===== src/include/dadda_defines.svh =====
////////////////////////////////////////////////////////////
// Widths and stage heights for the pipelined Dadda multiplier.
// Include this wherever the matrix shape or adder grouping is needed.
////////////////////////////////////////////////////////////
`ifndef DADDA_DEFINES_SVH
`define DADDA_DEFINES_SVH

// operand and product widths
`define DADDA_OPERAND_WIDTH 16
`define DADDA_PRODUCT_WIDTH 32

// rows in the initial partial-product matrix
`define DADDA_PP_HEIGHT 16

// target heights after each reduction stage
`define DADDA_L1_HEIGHT 12
`define DADDA_L2_HEIGHT 5
`define DADDA_L3_HEIGHT 2

// bits per carry-lookahead group
`define DADDA_CLA_GROUP 4

`endif


===== src/hw/dadda_pkg.sv =====
////////////////////////////////////////////////////////////
// Shared types for the Dadda multiplier pipeline.
// Stages pull these in by a wildcard import.
////////////////////////////////////////////////////////////
`include "dadda_defines.svh"

package dadda_pkg;

    // one unsigned operand
    typedef logic [`DADDA_OPERAND_WIDTH-1:0] operand_t;

    // full-width unsigned product
    typedef logic [`DADDA_PRODUCT_WIDTH-1:0] product_t;

    // bit matrix indexed [row][column]
    // every column is packed toward row 0, unused rows stay zero
    typedef logic [`DADDA_PP_HEIGHT-1:0][`DADDA_PRODUCT_WIDTH-1:0] pp_matrix_t;

    // both multiplier inputs side by side
    typedef struct packed {
        operand_t a;
        operand_t b;
    } operand_pair_t;

endpackage


===== src/hw/cla_adder_stage.sv =====
////////////////////////////////////////////////////////////
// Final stage: adds the two rows left by the reduction with a
// two-level carry-lookahead adder and registers the product.
////////////////////////////////////////////////////////////
`timescale 1ns/1ps
`include "dadda_defines.svh"

module cla_adder_stage
    import dadda_pkg::*;
(
    input  logic       clk,
    input  logic       rst_n,
    input  logic       in_valid,
    output logic       in_ready,
    input  pp_matrix_t in_matrix,
    output logic       out_valid,
    input  logic       out_ready,
    output product_t   product
);

    localparam int GRP    = `DADDA_CLA_GROUP;
    localparam int GROUPS = `DADDA_PRODUCT_WIDTH / `DADDA_CLA_GROUP;

    product_t          row_x;
    product_t          row_y;
    product_t          g;
    product_t          p;
    product_t          carry;
    product_t          sum;
    logic [GROUPS-1:0] grp_g;
    logic [GROUPS-1:0] grp_p;
    logic [GROUPS-1:0] grp_c;

    // carry into position hi, flattened sum of products from position lo
    function automatic logic la_carry(input product_t gv, input product_t pv,
                                      input logic cin, input int lo, input int hi);
        logic c;
        logic term;
        c = cin;
        for (int m = lo; m < hi; m++)
        begin
            c = c & pv[m];
        end
        for (int j = lo; j < hi; j++)
        begin
            term = gv[j];
            for (int m = j + 1; m < hi; m++)
            begin
                term = term & pv[m];
            end
            c = c | term;
        end
        return c;
    endfunction

    assign row_x = in_matrix[0];
    assign row_y = in_matrix[1];
    assign g     = row_x & row_y;
    assign p     = row_x ^ row_y;

    always_comb
    begin
        // group generate and propagate
        for (int k = 0; k < GROUPS; k++)
        begin
            grp_g[k] = la_carry(g, p, 1'b0, k * GRP, (k + 1) * GRP);
            grp_p[k] = &p[k * GRP +: GRP];
        end
        // lookahead across groups
        for (int k = 0; k < GROUPS; k++)
        begin
            grp_c[k] = la_carry(product_t'(grp_g), product_t'(grp_p), 1'b0, 0, k);
        end
        for (int i = 0; i < `DADDA_PRODUCT_WIDTH; i++)
        begin
            carry[i] = la_carry(g, p, grp_c[i / GRP], (i / GRP) * GRP, i);
        end
        sum = p ^ carry;
    end

    pipe_reg #(
        .payload_t (product_t)
    ) u_reg (
        .clk     (clk),
        .rst_n   (rst_n),
        .s_valid (in_valid),
        .s_ready (in_ready),
        .s_data  (sum),
        .m_valid (out_valid),
        .m_ready (out_ready),
        .m_data  (product)
    );

endmodule


===== src/hw/pipe_reg.sv =====
////////////////////////////////////////////////////////////
// Single-entry valid/ready register slice.
// Payload type is chosen per instance; every pipeline stage ends in one.
////////////////////////////////////////////////////////////
`timescale 1ns/1ps
`include "dadda_defines.svh"

module pipe_reg #(
    parameter type payload_t = logic
) (
    input  logic     clk,
    input  logic     rst_n,
    input  logic     s_valid,
    output logic     s_ready,
    input  payload_t s_data,
    output logic     m_valid,
    input  logic     m_ready,
    output payload_t m_data
);

    logic     valid_q;
    payload_t data_q;

    // room when empty or when the held item leaves this cycle
    assign s_ready = !valid_q || m_ready;

    always_ff @(posedge clk)
    begin
        if (!rst_n)
        begin
            valid_q <= 1'b0;
        end
        else if (s_ready)
        begin
            valid_q <= s_valid;
        end
    end

    always_ff @(posedge clk)
    begin
        if (s_valid && s_ready)
        begin
            data_q <= s_data;
        end
    end

    assign m_valid = valid_q;
    assign m_data  = data_q;

endmodule


===== config.mk =====
export PLATFORM = sky130hd
export DESIGN_NAME = cla_adder_stage
export DESIGN_NICKNAME = d
export VERILOG_FILES = /design/src/hw/dadda_pkg.sv /design/src/hw/cla_adder_stage.sv /design/src/hw/pipe_reg.sv
export VERILOG_INCLUDE_DIRS = /design/src /design/src/include
export SDC_FILE = /design/constraint.sdc
export NUM_CORES = 1
export LEC_CHECK = 0
export BUFFER_PORTS_ARGS = -buffer_cell sky130_fd_sc_hd__buf_2
export CORE_AREA = 2 2 211 213
export DETAILED_ROUTE_END_ITERATION = 8
export DIE_AREA = 0 0 213 215
export PLACE_DENSITY = 0.35
export SYNTH_ARGS = -nofsm -noshare
export SYNTH_HDL_FRONTEND = slang
export SYNTH_SLANG_ARGS = --single-unit

===== constraint.sdc =====
create_clock -name clk -period 7.1 [get_ports clk]
set_input_delay 0.71 -clock clk [delete_from_list [all_inputs] [get_ports clk]]
set_output_delay 0.71 -clock clk [all_outputs]
set_load 0.005 [all_outputs]

# After elaboration in Yosys (flattened, before gate mapping)
# Cells that the tools add are included.
[word_totals] inputBits=516 register_bits=33 wordCells=188
[op_classes] n_reduce_logical=9 bitwise=177
[ops] cell="1-bit AND" count=87
[ops] cell="1-bit OR" count=87
[ops] cell="32-bit bitwise XOR" count=2
[ops] cell="31-bit AND" count=1
[ops] cell="4-bit AND reduction" count=6
[ops] cell="1-bit logical AND" count=1
[ops] cell="1-bit zero test" count=1
[ops] cell="1-bit logical OR" count=1

# Longest topological paths before layout
[depth] depth_word=26 mapped_depth=12

# Modules after synthesis
# Synthesis repeated with hierarchy kept, for this count alone.
[hier_totals] hier_cells=184 hier_area_um2=2285.9
[by_module_without_submodules] mod="cla_adder_stage" cells_per_inst=147 instances=1 area_each_um2=1267.5 seq_area_each_um2=0.0
[by_module_without_submodules] mod="pipe_reg" cells_per_inst=37 instances=1 area_each_um2=1018.5 seq_area_each_um2=980.9

# Least setup slack after synthesis
# Ideal clock, no wire load.
[synth_timing] kind="input to register" startpoint="input in_matrix[1] (netlist bit)" endpoint="register u_reg.data_q, in the netlist u_reg.m_data[31], data pin" t_arrival_ns=2.959 setup_time_ns=0.260 n_path_buf=0 slack_ns=3.881 path_stages=12 path_cell_list="ha_1 -> ha_1 -> o211ai_2 -> a2111oi_1 -> a211o_2 -> nor4_4 -> o21ai_1 -> ha_1 -> o21a_1 -> o21a_1 -> nor2_1 -> xnor2_1"
[synth_via] elab_chain_cells=26 elab_cells_between_ends=29 cone_classes="bitwise: 29"
[synth_rtl] element="start, declared" line_no="cla_adder_stage.sv:15" source="input pp_matrix_t in_matrix,"
[synth_rtl] element="32-bit bitwise XOR" line_no="cla_adder_stage.sv:59" source="assign p = row_x ^ row_y;"
[synth_rtl] element="1-bit AND (3 in a row)" line_no="cla_adder_stage.sv:49" source="term = term & pv[m];"
[synth_rtl] element="1-bit OR * (3 in a row)" line_no="cla_adder_stage.sv:51" source="c = c | term;"
[synth_rtl] element="1-bit AND * (6 in a row)" line_no="cla_adder_stage.sv:49"
[synth_rtl] element="1-bit OR * (6 in a row)" line_no="cla_adder_stage.sv:51"
[synth_rtl] element="1-bit AND * (3 in a row)" line_no="cla_adder_stage.sv:42" source="c = c & pv[m];"
[synth_rtl] element="1-bit OR * (3 in a row)" line_no="cla_adder_stage.sv:51"
[synth_rtl] element="32-bit bitwise XOR *" line_no="cla_adder_stage.sv:78" source="sum = p ^ carry;"
[synth_rtl] element="named net sum[31]" line_no="cla_adder_stage.sv:29" source="product_t sum;"
[synth_rtl] element="end signal, assigned" line_no="pipe_reg.sv:43" source="data_q <= s_data;"
[synth_rtl] element="end, declared" line_no="pipe_reg.sv:22" source="payload_t data_q;"
# Mark *: on every way through the listed nets, which the timed path passes. The rest lies on a longest branch.
# A chain may end at the register's enable or synchronous reset.

# Worst setup path after layout
# Same ends and word-level chain as after synthesis.

==> results.yml <==
placement:
  place_hpwl_um: 9180
  io_buffers: 101
  place_congestion: 0.680
  dp.cells: 882
  pre_cts_slack_ns: 3.29
  dpl-instance-area_um2: 3560
synth:
  syn_area_per_cell_um2: 12.2
  ys_seq_area_share_pct: 42.4
  synth_cell_types: 28
  netlist_area_um2: 2310
  ys_warn_count: 0
  syn_nets: 752
  synthTopCellsByArea: "edfxtp_1 42%, ha_1 21%, fa_1 6.9%, o21a_1 5.2%, xor2_1 3.4%"
  syn_inst: 189
  synth_top_area_cell: "edfxtp_1"
  yosys.area.top_type_share_pct: 41.5
  synth-seq-cells: 33
global_routing:
  grt_pass1_vias: 2003
  grt_first_pass_wirelength_um: 14500
  grt_max_degree: 33
  grt_remaining_overflow: 0
  antenna_found_initial: 9
  track_usage_pct: 4.74
run:
  cap_violations: 0
sta:
  clock_skew_ns: 0.00600
  finalSetupTns_ns: 0
  rsz0062_at_grt: "false"
  timing.final.max_slew_violations: 0
  hold_violations: 0
  setup_viol: 0
  timing.final.crit_share_pct: 49.0
  period_needed_ns: 3.48
  setup_ws_ns: 3.62
  worst_slew_pin_slew_ns: 0.948
  clock.fmax_mhz: 287
  whs_ns: 0.535
  worst_slew_margin_rel_pct: 36.8
power_and_ir_drop:
  p_clk_share_pct: 35.4
  p_int_mw: 0.456
  ir_drop_mv: 0.0820
  p_sw_share_pct: 32.2
  power_mw: 0.673
  switching_power_mw: 0.216
  p_leak_nw: 1.41
  p_per_area_nw_per_um2: 181
  seq_power_share_pct: 37.8
  combPwrFrac_pct: 26.8
floorplanning:
  die_h_um: 215
  start_util_pct: 5.30
  die_area_um2: 45800
  ios: 550
  die_w_um: 213
  coreArea_um2: 43600
  std_cell_rows: 77
clocking:
  cts_sinks: 33
  path_clk_slew_ns: 0.07
  cts_buffers: 5
  clk_latency_ns: 0.30
  cts_tree: "done"
  post_cts_resized: 0
  cts_buffer_depth: 2
  cts.root.buffer_cell: "clkbuf_16"
  cts.hold.buffers_added: 0
  postCtsSetupBuffers: 0
  h-tree-depth: 2
route:
  ant_nets: 0
  vias: 1859
  vias_per_cell: 2.08
  routed_wl_um: 10600
  drt_iter0_drc: 38
  first_pass_iters: 4
  wl_per_cell_um: 11.8
  drc: 0
worst_setup_path:
  cp.arrival_ns: 3.52
  path_max_fanout: 4
  reg2reg_from: "u_reg.m_valid"
  cp.required_ns: 7.15
  cp-start-kind: "input port"
  end_kind: "flip-flop"
  reg2regPathDepth: 2
  crit_start: "in_matrix[1]"
  r2r_slack_ns: 5.52
  r2r-end: "u_reg.m_data[15]"
  path_class: "input port to flip-flop"
min_path:
  min_path_cells: 2
  whs_endpoint: "u_reg.m_valid"
  min_from: "u_reg.m_valid"
  hp-class: "flip-flop to flip-flop"
run_status:
  status: "finished, final reports clean"
final_layout:
  final_area_um2: 3710
  drive_gt1_share_pct: 38.9
  stdcell_count: 893
  nets: 860
  area_delta_synth_final_pct: 60.4
  mostFrequentLayoutCells: "101 x buf_2, 39 x ha_1, 32 x edfxtp_1"
  layout_commonest_cell: "buf_2"
  finish.utilization_pct: 8.50
-- state kept, by name (all words and copies together) (netlist names) --
name and flops:
u_reg.m_valid 1, u_reg.m_data 32
-- Yosys cell counts --
library cell  count
xnor2_1           8
fa_1              8
nand2_1           8
or3_1             1
a211o_2           1
a2111oi_1         1
nor4_4            1
a21o_1            4
dfxtp_1           1
or2_2             1
o21a_1           16
o211ai_2          1
edfxtp_1         32
a21boi_0          1
a21oi_1          11
nand4_1           3
nor2_1           20
a21oi_2           1
o221ai_1          1
and2_1            1
ha_1             39
xor2_1            9
o31ai_2           1
nor3_1            9
o21ai_1           6
inv_1             1
nand2b_1          2
o21ai_0           1
-- critical path, stage by stage --
cell and delay, ns:
buf_2 0.12, ha_1 0.29, ha_1 0.22, o211ai_2 0.19, a2111oi_1 0.11, a211o_2 0.40, nor4_4 0.51, o21ai_1 0.21
ha_1 0.22, o21a_1 0.19, o21a_1 0.19, nor2_1 0.11, xnor2_1 0.07
-- power groups by stage --
stage                     Clock [mW]  Combinational [mW]  Sequential (mW)
after floorplan                    0              0.0915            0.262
after CTS                      0.253               0.188            0.255
after global routing           0.259               0.204            0.257
final                          0.238               0.180            0.254
after global placement             0               0.187            0.259
after detailed placement           0               0.187            0.259
-- worst max path at each step --
stage	end	slack [ns]	cells past startpoint
6_report	u_reg.m_data[31]	3.62	13
3_3_place_gp	u_reg.m_data[31]	3.28	13
4_1_cts	u_reg.m_data[31]	3.60	13
5_1_grt	u_reg.m_data[31]	3.46	13
3_5_place_dp	u_reg.m_data[31]	3.29	13
2_1_floorplan	u_reg.m_data[31]	3.88	12
-- layout make-up --
class                   count  area, um^2
clock inverters             3        17.5
clock buffers               5         125
flip-flops and latches     33         981
well taps                 592         741
diodes                      3        7.51
repair buffers            101         505
multi-input cells         155        1330
fillers                  5057       39900
inverters                   1        3.75
-- logic make-up after synthesis --
family,synth area share (%)
flip-flops,42.4
AO/OA/AOI/OAI,13.4
XOR/XNOR,6.44
adder cells (fa/ha/maj),28.0
buffers and inverters,0.162
AND/OR/NAND/NOR,9.57
-- routing by layer --
metal / GRT usage (%) / wire length [um] / vias up / share of wire [%]
li1: - / - / 926 / -
met1: 4.87 / 4120 / 837 / 39
met2: 7.34 / 4740 / 60 / 45
met3: 2.66 / 1150 / 26 / 11
met4: 3.12 / 489 / 10 / 4.6
met5: 0 / 57 / - / 0.54
No activity file was read; power rests on OpenSTA's default activity.
