### src/include/dadda_defines.svh
////////////////////////////////////////////////////////////
// Widths and stage heights for the pipelined Dadda multiplier.
// Include this wherever the matrix shape or adder grouping is needed.
////////////////////////////////////////////////////////////
`ifndef DADDA_DEFINES_SVH
`define DADDA_DEFINES_SVH

// operand and product widths
`define DADDA_OPERAND_WIDTH 16
`define DADDA_PRODUCT_WIDTH 32

// rows in the initial partial-product matrix
`define DADDA_PP_HEIGHT 16

// target heights after each reduction stage
`define DADDA_L1_HEIGHT 12
`define DADDA_L2_HEIGHT 5
`define DADDA_L3_HEIGHT 2

// bits per carry-lookahead group
`define DADDA_CLA_GROUP 4

`endif

### src/hw/dadda_pkg.sv
////////////////////////////////////////////////////////////
// Shared types for the Dadda multiplier pipeline.
// Stages pull these in by a wildcard import.
////////////////////////////////////////////////////////////
`include "dadda_defines.svh"

package dadda_pkg;

    // one unsigned operand
    typedef logic [`DADDA_OPERAND_WIDTH-1:0] operand_t;

    // full-width unsigned product
    typedef logic [`DADDA_PRODUCT_WIDTH-1:0] product_t;

    // bit matrix indexed [row][column]
    // every column is packed toward row 0, unused rows stay zero
    typedef logic [`DADDA_PP_HEIGHT-1:0][`DADDA_PRODUCT_WIDTH-1:0] pp_matrix_t;

    // both multiplier inputs side by side
    typedef struct packed {
        operand_t a;
        operand_t b;
    } operand_pair_t;

endpackage

### src/hw/pipe_reg.sv
////////////////////////////////////////////////////////////
// Single-entry valid/ready register slice.
// Payload type is chosen per instance; every pipeline stage ends in one.
////////////////////////////////////////////////////////////
`timescale 1ns/1ps
`include "dadda_defines.svh"

module pipe_reg #(
    parameter type payload_t = logic
) (
    input  logic     clk,
    input  logic     rst_n,
    input  logic     s_valid,
    output logic     s_ready,
    input  payload_t s_data,
    output logic     m_valid,
    input  logic     m_ready,
    output payload_t m_data
);

    logic     valid_q;
    payload_t data_q;

    // room when empty or when the held item leaves this cycle
    assign s_ready = !valid_q || m_ready;

    always_ff @(posedge clk)
    begin
        if (!rst_n)
        begin
            valid_q <= 1'b0;
        end
        else if (s_ready)
        begin
            valid_q <= s_valid;
        end
    end

    always_ff @(posedge clk)
    begin
        if (s_valid && s_ready)
        begin
            data_q <= s_data;
        end
    end

    assign m_valid = valid_q;
    assign m_data  = data_q;

endmodule

### src/hw/pp_gen_stage.sv
////////////////////////////////////////////////////////////
// First pipeline stage: ANDs the operands into a column-aligned
// partial-product matrix and registers it.
////////////////////////////////////////////////////////////
`timescale 1ns/1ps
`include "dadda_defines.svh"

module pp_gen_stage
    import dadda_pkg::*;
(
    input  logic       clk,
    input  logic       rst_n,
    input  logic       in_valid,
    output logic       in_ready,
    input  operand_t   a,
    input  operand_t   b,
    output logic       out_valid,
    input  logic       out_ready,
    output pp_matrix_t matrix
);

    operand_pair_t ops;
    pp_matrix_t    pp;

    assign ops = '{a: a, b: b};

    // bit j of a times bit i of b lands in column i+j
    always_comb
    begin
        int col;
        int row;
        pp = '0;
        for (int i = 0; i < `DADDA_OPERAND_WIDTH; i++)
        begin
            for (int j = 0; j < `DADDA_OPERAND_WIDTH; j++)
            begin
                col = i + j;
                // upper columns start at a higher b bit, shift them down to row 0
                if (col >= `DADDA_OPERAND_WIDTH)
                begin
                    row = i - (col - (`DADDA_OPERAND_WIDTH - 1));
                end
                else
                begin
                    row = i;
                end
                pp[row][col] = ops.b[i] & ops.a[j];
            end
        end
    end

    pipe_reg #(
        .payload_t (pp_matrix_t)
    ) u_reg (
        .clk     (clk),
        .rst_n   (rst_n),
        .s_valid (in_valid),
        .s_ready (in_ready),
        .s_data  (pp),
        .m_valid (out_valid),
        .m_ready (out_ready),
        .m_data  (matrix)
    );

endmodule

### config.mk
export PLATFORM = sky130hd
export DESIGN_NAME = pp_gen_stage
export DESIGN_NICKNAME = d
export VERILOG_FILES = /design/src/hw/dadda_pkg.sv /design/src/hw/pipe_reg.sv /design/src/hw/pp_gen_stage.sv
export VERILOG_INCLUDE_DIRS = /design/src /design/src/include
export SDC_FILE = /design/constraint.sdc
export NUM_CORES = 1
export LEC_CHECK = 0
export ABC_CLOCK_PERIOD_IN_PS = 10200
export BUFFER_PORTS_ARGS = -buffer_cell sky130_fd_sc_hd__buf_4
export CAP_MARGIN = 20
export CORE_AREA = 5 5 212 214
export CTS_BUF_LIST = sky130_fd_sc_hd__clkbuf_8 sky130_fd_sc_hd__clkbuf_16
export CTS_CLUSTER_DIAMETER = 200
export CTS_CLUSTER_SIZE = 10
export DETAILED_ROUTE_END_ITERATION = 7
export DIE_AREA = 0 0 217 219
export GPL_TIMING_DRIVEN = 0
export MAX_ROUTING_LAYER = met4
export PLACE_DENSITY = 0.49
export SYNTH_ARGS = -nofsm -noshare
export SYNTH_HDL_FRONTEND = slang
export SYNTH_SLANG_ARGS = --single-unit
### constraint.sdc
create_clock -name clk -period 10.2 [get_ports clk]
set_input_delay 1.53 -clock clk [delete_from_list [all_inputs] [get_ports clk]]
set_output_delay 1.53 -clock clk [all_outputs]
set_load 0.02 [all_outputs]
==> After elaboration in Yosys (flattened, before gate mapping) <==
Cells that the tools add are included.
{ "op_classes": {"bitwise_logic": 256, "n_reduce_logical": 3} }
{ "ops": {"columns": ["operator", "count"], "rows": [
  ["$and A1 B1 Y1", 256],
  ["$logic_and A1 B1 Y1", 1],
  ["$logic_not A1 Y1", 1],
  ["$logic_or A1 B1 Y1", 1]
]} }
{ "word_totals": {"register_bits": 257, "elab_cells": 276} }

==> Longest topological paths before layout <==
{ "logic_depth": {"depth_word": 3, "ltp_mapped": 2, "ltp_nobuf": 2} }

==> Hierarchy <==
A second synthesis with hierarchy kept.
{ "hier_totals": {"hier_cells": 806, "hier_area_um2": 17364.2} }
{ "modules_own_cells": {"columns": ["module", "n_inst", "cells_each", "area_each_um2"], "rows": [
  ["pipe_reg", 1, 517, 15432.3],
  ["pp_gen_stage", 1, 289, 1931.9]
]} }

==> Worst setup path after synthesis <==
Ideal clock, no wire load.
{ "synth_path": {"kind": "input to register", "startpoint": "input out_ready", "endpoint": "register u_reg.data_q, in the netlist u_reg.m_data[0] (enable)", "t_arrival_ns": 7.519, "slack_ns": 2.031, "path_stages": 2, "n_path_buf": 0, "cell_sequence": "nand2b_4 and2_1"} }
{ "synth_via": {"elab_chain_len": 2} }
{ "synth_lines": {"columns": ["element", "line_no", "source"], "rows": [
  ["start, declared", "pp_gen_stage.sv:18", "input logic out_ready,"],
  ["$logic_or A1 B1 Y1", "pipe_reg.sv:25", "assign s_ready = !valid_q || m_ready;"],
  ["$logic_and A1 B1 Y1", "pipe_reg.sv:41", "if (s_valid && s_ready)"],
  ["end signal, assigned", "pipe_reg.sv:43", "data_q <= s_data;"],
  ["end, declared", "pipe_reg.sv:22", "payload_t data_q;"]
]} }
No other way between the ends.
A chain may end at the register's enable or synchronous reset.

==> Worst setup path after layout <==
{ "layout_path": {"startpoint": "input out_ready", "endpoint": "output in_ready"} }
{ "layout_via": {"elab_chain_len": 1} }
{ "layout_lines": {"columns": ["element", "line_no", "source"], "rows": [
  ["$logic_or A1 B1 Y1", "pipe_reg.sv:25", null],
  ["end, declared", "pp_gen_stage.sv:14", "output logic in_ready,"]
]} }
No other way between the ends.

==> parameters.txt <==
Parameter                              Value

STA
  Final worst-path cycle share    between 30% and 40%
  Minimum period implied by the final worst setup slack    3.457 ns
  Max frequency    a little under 300 MHz
  Worst Skew    roughly 0.012 ns
  Final setup violation count    0
  Unrepaired setup endpoints after global routing    no
  Max-slew violation count    0
  Number of hold violations in the final report    0
  Fin worst setup slack    6.743 ns

Worst setup path
  Maximum fanout along the worst path    3
  R2r startpoint    u_reg.m_valid
  CP required    8.67 ns
  R2r endpoint    u_reg.m_data[140]
  Arrival time at the worst endpoint    1.93 ns
  Worst setup path startpoint    out_ready
  End of the critical path    in_ready
  Crit path capture type    output port
  Count of cells along the worst register-to-register path    5
  Worst Setup Start Kind    input pin
  Setup CP Type    input pin to output port
  Flop-to-flop setup slack    roughly 8.0 ns

Yosys
  Number of warnings issued by yosys    0
  Seq cells post-synth    ~260
  Arithmetic-cell share of the synthesized area counting full adders, half adders and majority gates    0%
  Dominant combinational cell family by area after synthesis    buffers and inverters
  Post-synthesis cell area    between 10,000 and 15,000 um^2
  Post-synthesis cell count    slightly above 800
  Number of unique standard cell types used by synthesis    9
  Mux share of post-synthesis cell area    0%
  Library cell occupying the most area in the post-synthesis netlist    sky130_fd_sc_hd__edfxtp_1
  Largest cells by area after synthesis    sky130_fd_sc_hd__edfxtp_1 (66%), sky130_fd_sc_hd__buf_4 (17%), sky130_fd_sc_hd__and2_1 (14%)
  Xor-xnor portion of the synthesized cell area    0%
  Synthesized-area fraction occupied by and/or/nand/nor cells    13.99%
  Top cell type's share of synthesized area    66.31%
  Compound-cell area share of the yosys netlist    0.06476%
  Post-synthesis sequential area ratio    between 60% and 70%
  Avg Synthesized Cell Area    between 10 and 15 um^2

Power and ir drop
  NetSw    0.0006987 W
  Seq pwr share    between 40 and 50%
  Leakage power summed over all cells    between 7 and 8 nW
  Internal cell power    0.001936 W
  Switching share of power    26.52%
  Worst-case vdd ir drop    slightly below 100 uV
  Combinational cell fraction of total power    18.7%
  Clock network fraction of design power    33.2%
  Power per unit of standard cell area    roughly 160 nW/um^2

Global routing
  Global-route wire length before repair    46,870 um
  Leftover overflow at the end of global routing    0
  Total routing usage reported by global routing    13.37%
  Maximum number of pins on one net before global-route repair    68
  Antenna violations before repair    1
  Number of global-route vias before repair    7,071

Place
  Count of placed standard cells including taps    1,904
  RePlAce Congestion    0.7126
  Total of buffers placed on input and output ports    between 200 and 300
  Placed wire-length estimate    ~25,000 um
  Dpl ws    6.656 ns

Floorplanning
  Number of cell rows    between 70 and 80
  Overall die area    between 40,000 and 50,000 um^2
  Height of the die    about 220 um
  Number of I/O pins    550
  Die width    217 um
  Initial core utilization    27.15%
  Placeable core area    42,700 um^2

Cells and area
  Fillers    4,138
  Fraction of final layout cells sized beyond drive strength 1    44.45%
  Area grow syn2layout    40.40%
  Antenna diodes    0
  Number of non-filler instances in the completed layout    1,934
  Final-stage net count    approximately 1,400

Status
  Result of the run    completed

Route
  DRC violations left    0
  Number of vias after detailed routing    6,861
  Detailed-route wire length per cell    17.14 um
  Final routed wirelength across all metal layers    33,160 um
  Average via count per standard cell    3.548
  Initial DRC Count    384
  DRT antenna net count    0
  TritonRoute pass-1 iters    7

Clocking
  Setup Fix Bufs, Post-CTS    0
  Number of buffers created by CTS    29
  Count of instances resized after the clock tree is built    0
  Register clock-pin slew on the reported worst setup and hold paths    0.05 ns
  TritonCTS clock tree    done
  Number of buffers inserted for hold repair after clock tree synthesis    0
  Clk Tree Root Cell    sky130_fd_sc_hd__clkbuf_16
  Sinks on the clock net    257
  Number of buffers on the longest clock path    3
  Deepest level of the CTS H-tree    1
  Clk_lat worst skew    0.55 ns

Worst hold path
  Hold Path Origin    u_reg.m_valid
  Hold WC Path Type    register to register

Flow run
  Max capacitance violation total    0
[cells in the mapped netlist]
master and count:
sky130_fd_sc_hd__a21boi_0 1, sky130_fd_sc_hd__and2_1 257, sky130_fd_sc_hd__buf_4 265, sky130_fd_sc_hd__buf_6 23
sky130_fd_sc_hd__conb_1 1, sky130_fd_sc_hd__dfxtp_1 1, sky130_fd_sc_hd__edfxtp_1 256, sky130_fd_sc_hd__inv_1 1
sky130_fd_sc_hd__nand2b_4 1
[metrics by stage]
step | TNS, ns | hold slack, ns | instance area [um^2] | total power, W | utilization, %
finish | 0 | 0.5359 | 16280 | 0.002634 | 38.12
global route | 0 | 0.5734 | 16280 | 0.002740 | 38.12
CTS | 0 | 0.5421 | 16280 | 0.002664 | 38.12
detailed placement | 0 | 0.5334 | 15540 | 0.001780 | 36.41
global placement | -176.15 | 0.5128 | 15430 | 0.001794 | 36.14
floorplan | 0 | 0.6413 | 12550 | 0.001615 | -
[placed cells by master, fill, tap and decap left out]
cell type	Yosys	layout
sky130_fd_sc_hd__a21boi_0	1	1
sky130_fd_sc_hd__and2_1	257	256
sky130_fd_sc_hd__and2_4	0	1
sky130_fd_sc_hd__buf_16	0	4
sky130_fd_sc_hd__buf_4	265	558
sky130_fd_sc_hd__buf_6	23	23
sky130_fd_sc_hd__clkbuf_16	0	29
sky130_fd_sc_hd__clkinv_2	0	1
sky130_fd_sc_hd__conb_1	1	256
sky130_fd_sc_hd__dfxtp_1	1	1
sky130_fd_sc_hd__edfxtp_1	256	256
sky130_fd_sc_hd__inv_1	1	1
sky130_fd_sc_hd__nand2b_4	1	1
[registers in the layout, indices dropped and copies added (netlist names)]
name and flops:
u_reg.m_data 256, u_reg.m_valid 1
[per-layer routing]
layer	part of all wire [%]	GRT usage (%)	routed length [um]
met1	39	15.79	13010
met3	7.7	3.504	2544
met4	1.6	2.760	532
met2	51	23.23	17070
met5	0	-	0
[cells by family (layout without fill, tap and decap cells)]
family	after synthesis	in the layout
flops	257	257
buf+inv	289	616
other cells	1	256
simple gates	258	258
compound gates	1	1
[cell type report]
| cell class | count | area, um^2 | share of cell area, % |
|---|---|---|---|
| clock inverters | 1 | 5.005 | 0.03075 |
| clock buffers | 29 | 725.7 | 4.459 |
| repair buffers | 297 | 2310 | 14.19 |
| well taps | 546 | 683.2 | 4.197 |
| plain buffers | 288 | 2248 | 13.81 |
| flip-flops and latches | 257 | 7707 | 47.36 |
| inverters | 1 | 3.754 | 0.02306 |
| multi-input cells | 515 | 2592 | 15.93 |
[power by group through the flow]
stage          sequential, W  clock (W)  combinational (W)
6_report             0.00127   0.000876           0.000492
5_1_grt              0.00127   0.000942           0.000525
4_1_cts              0.00127   0.000905           0.000491
3_5_place_dp         0.00129          0           0.000491
3_3_place_gp         0.00131          0           0.000482
2_1_floorplan        0.00139          0           0.000227
[critical path, stage by stage]
cell	delay [ns]
sky130_fd_sc_hd__buf_4	0.11
sky130_fd_sc_hd__nand2b_4	0.13
sky130_fd_sc_hd__buf_4	0.15
[how the worst min path moves through the flow]
stage / endpoint / slack, ns / cells past startpoint
global placement: u_reg.m_valid / 0.51 / 2
CTS: u_reg.m_valid / 0.54 / 2
finish: u_reg.m_valid / 0.54 / 2
floorplan: u_reg.m_valid / 0.64 / 2
detailed placement: u_reg.m_valid / 0.53 / 2
global route: u_reg.m_valid / 0.57 / 2
No activity file was read; power rests on OpenSTA's default activity.
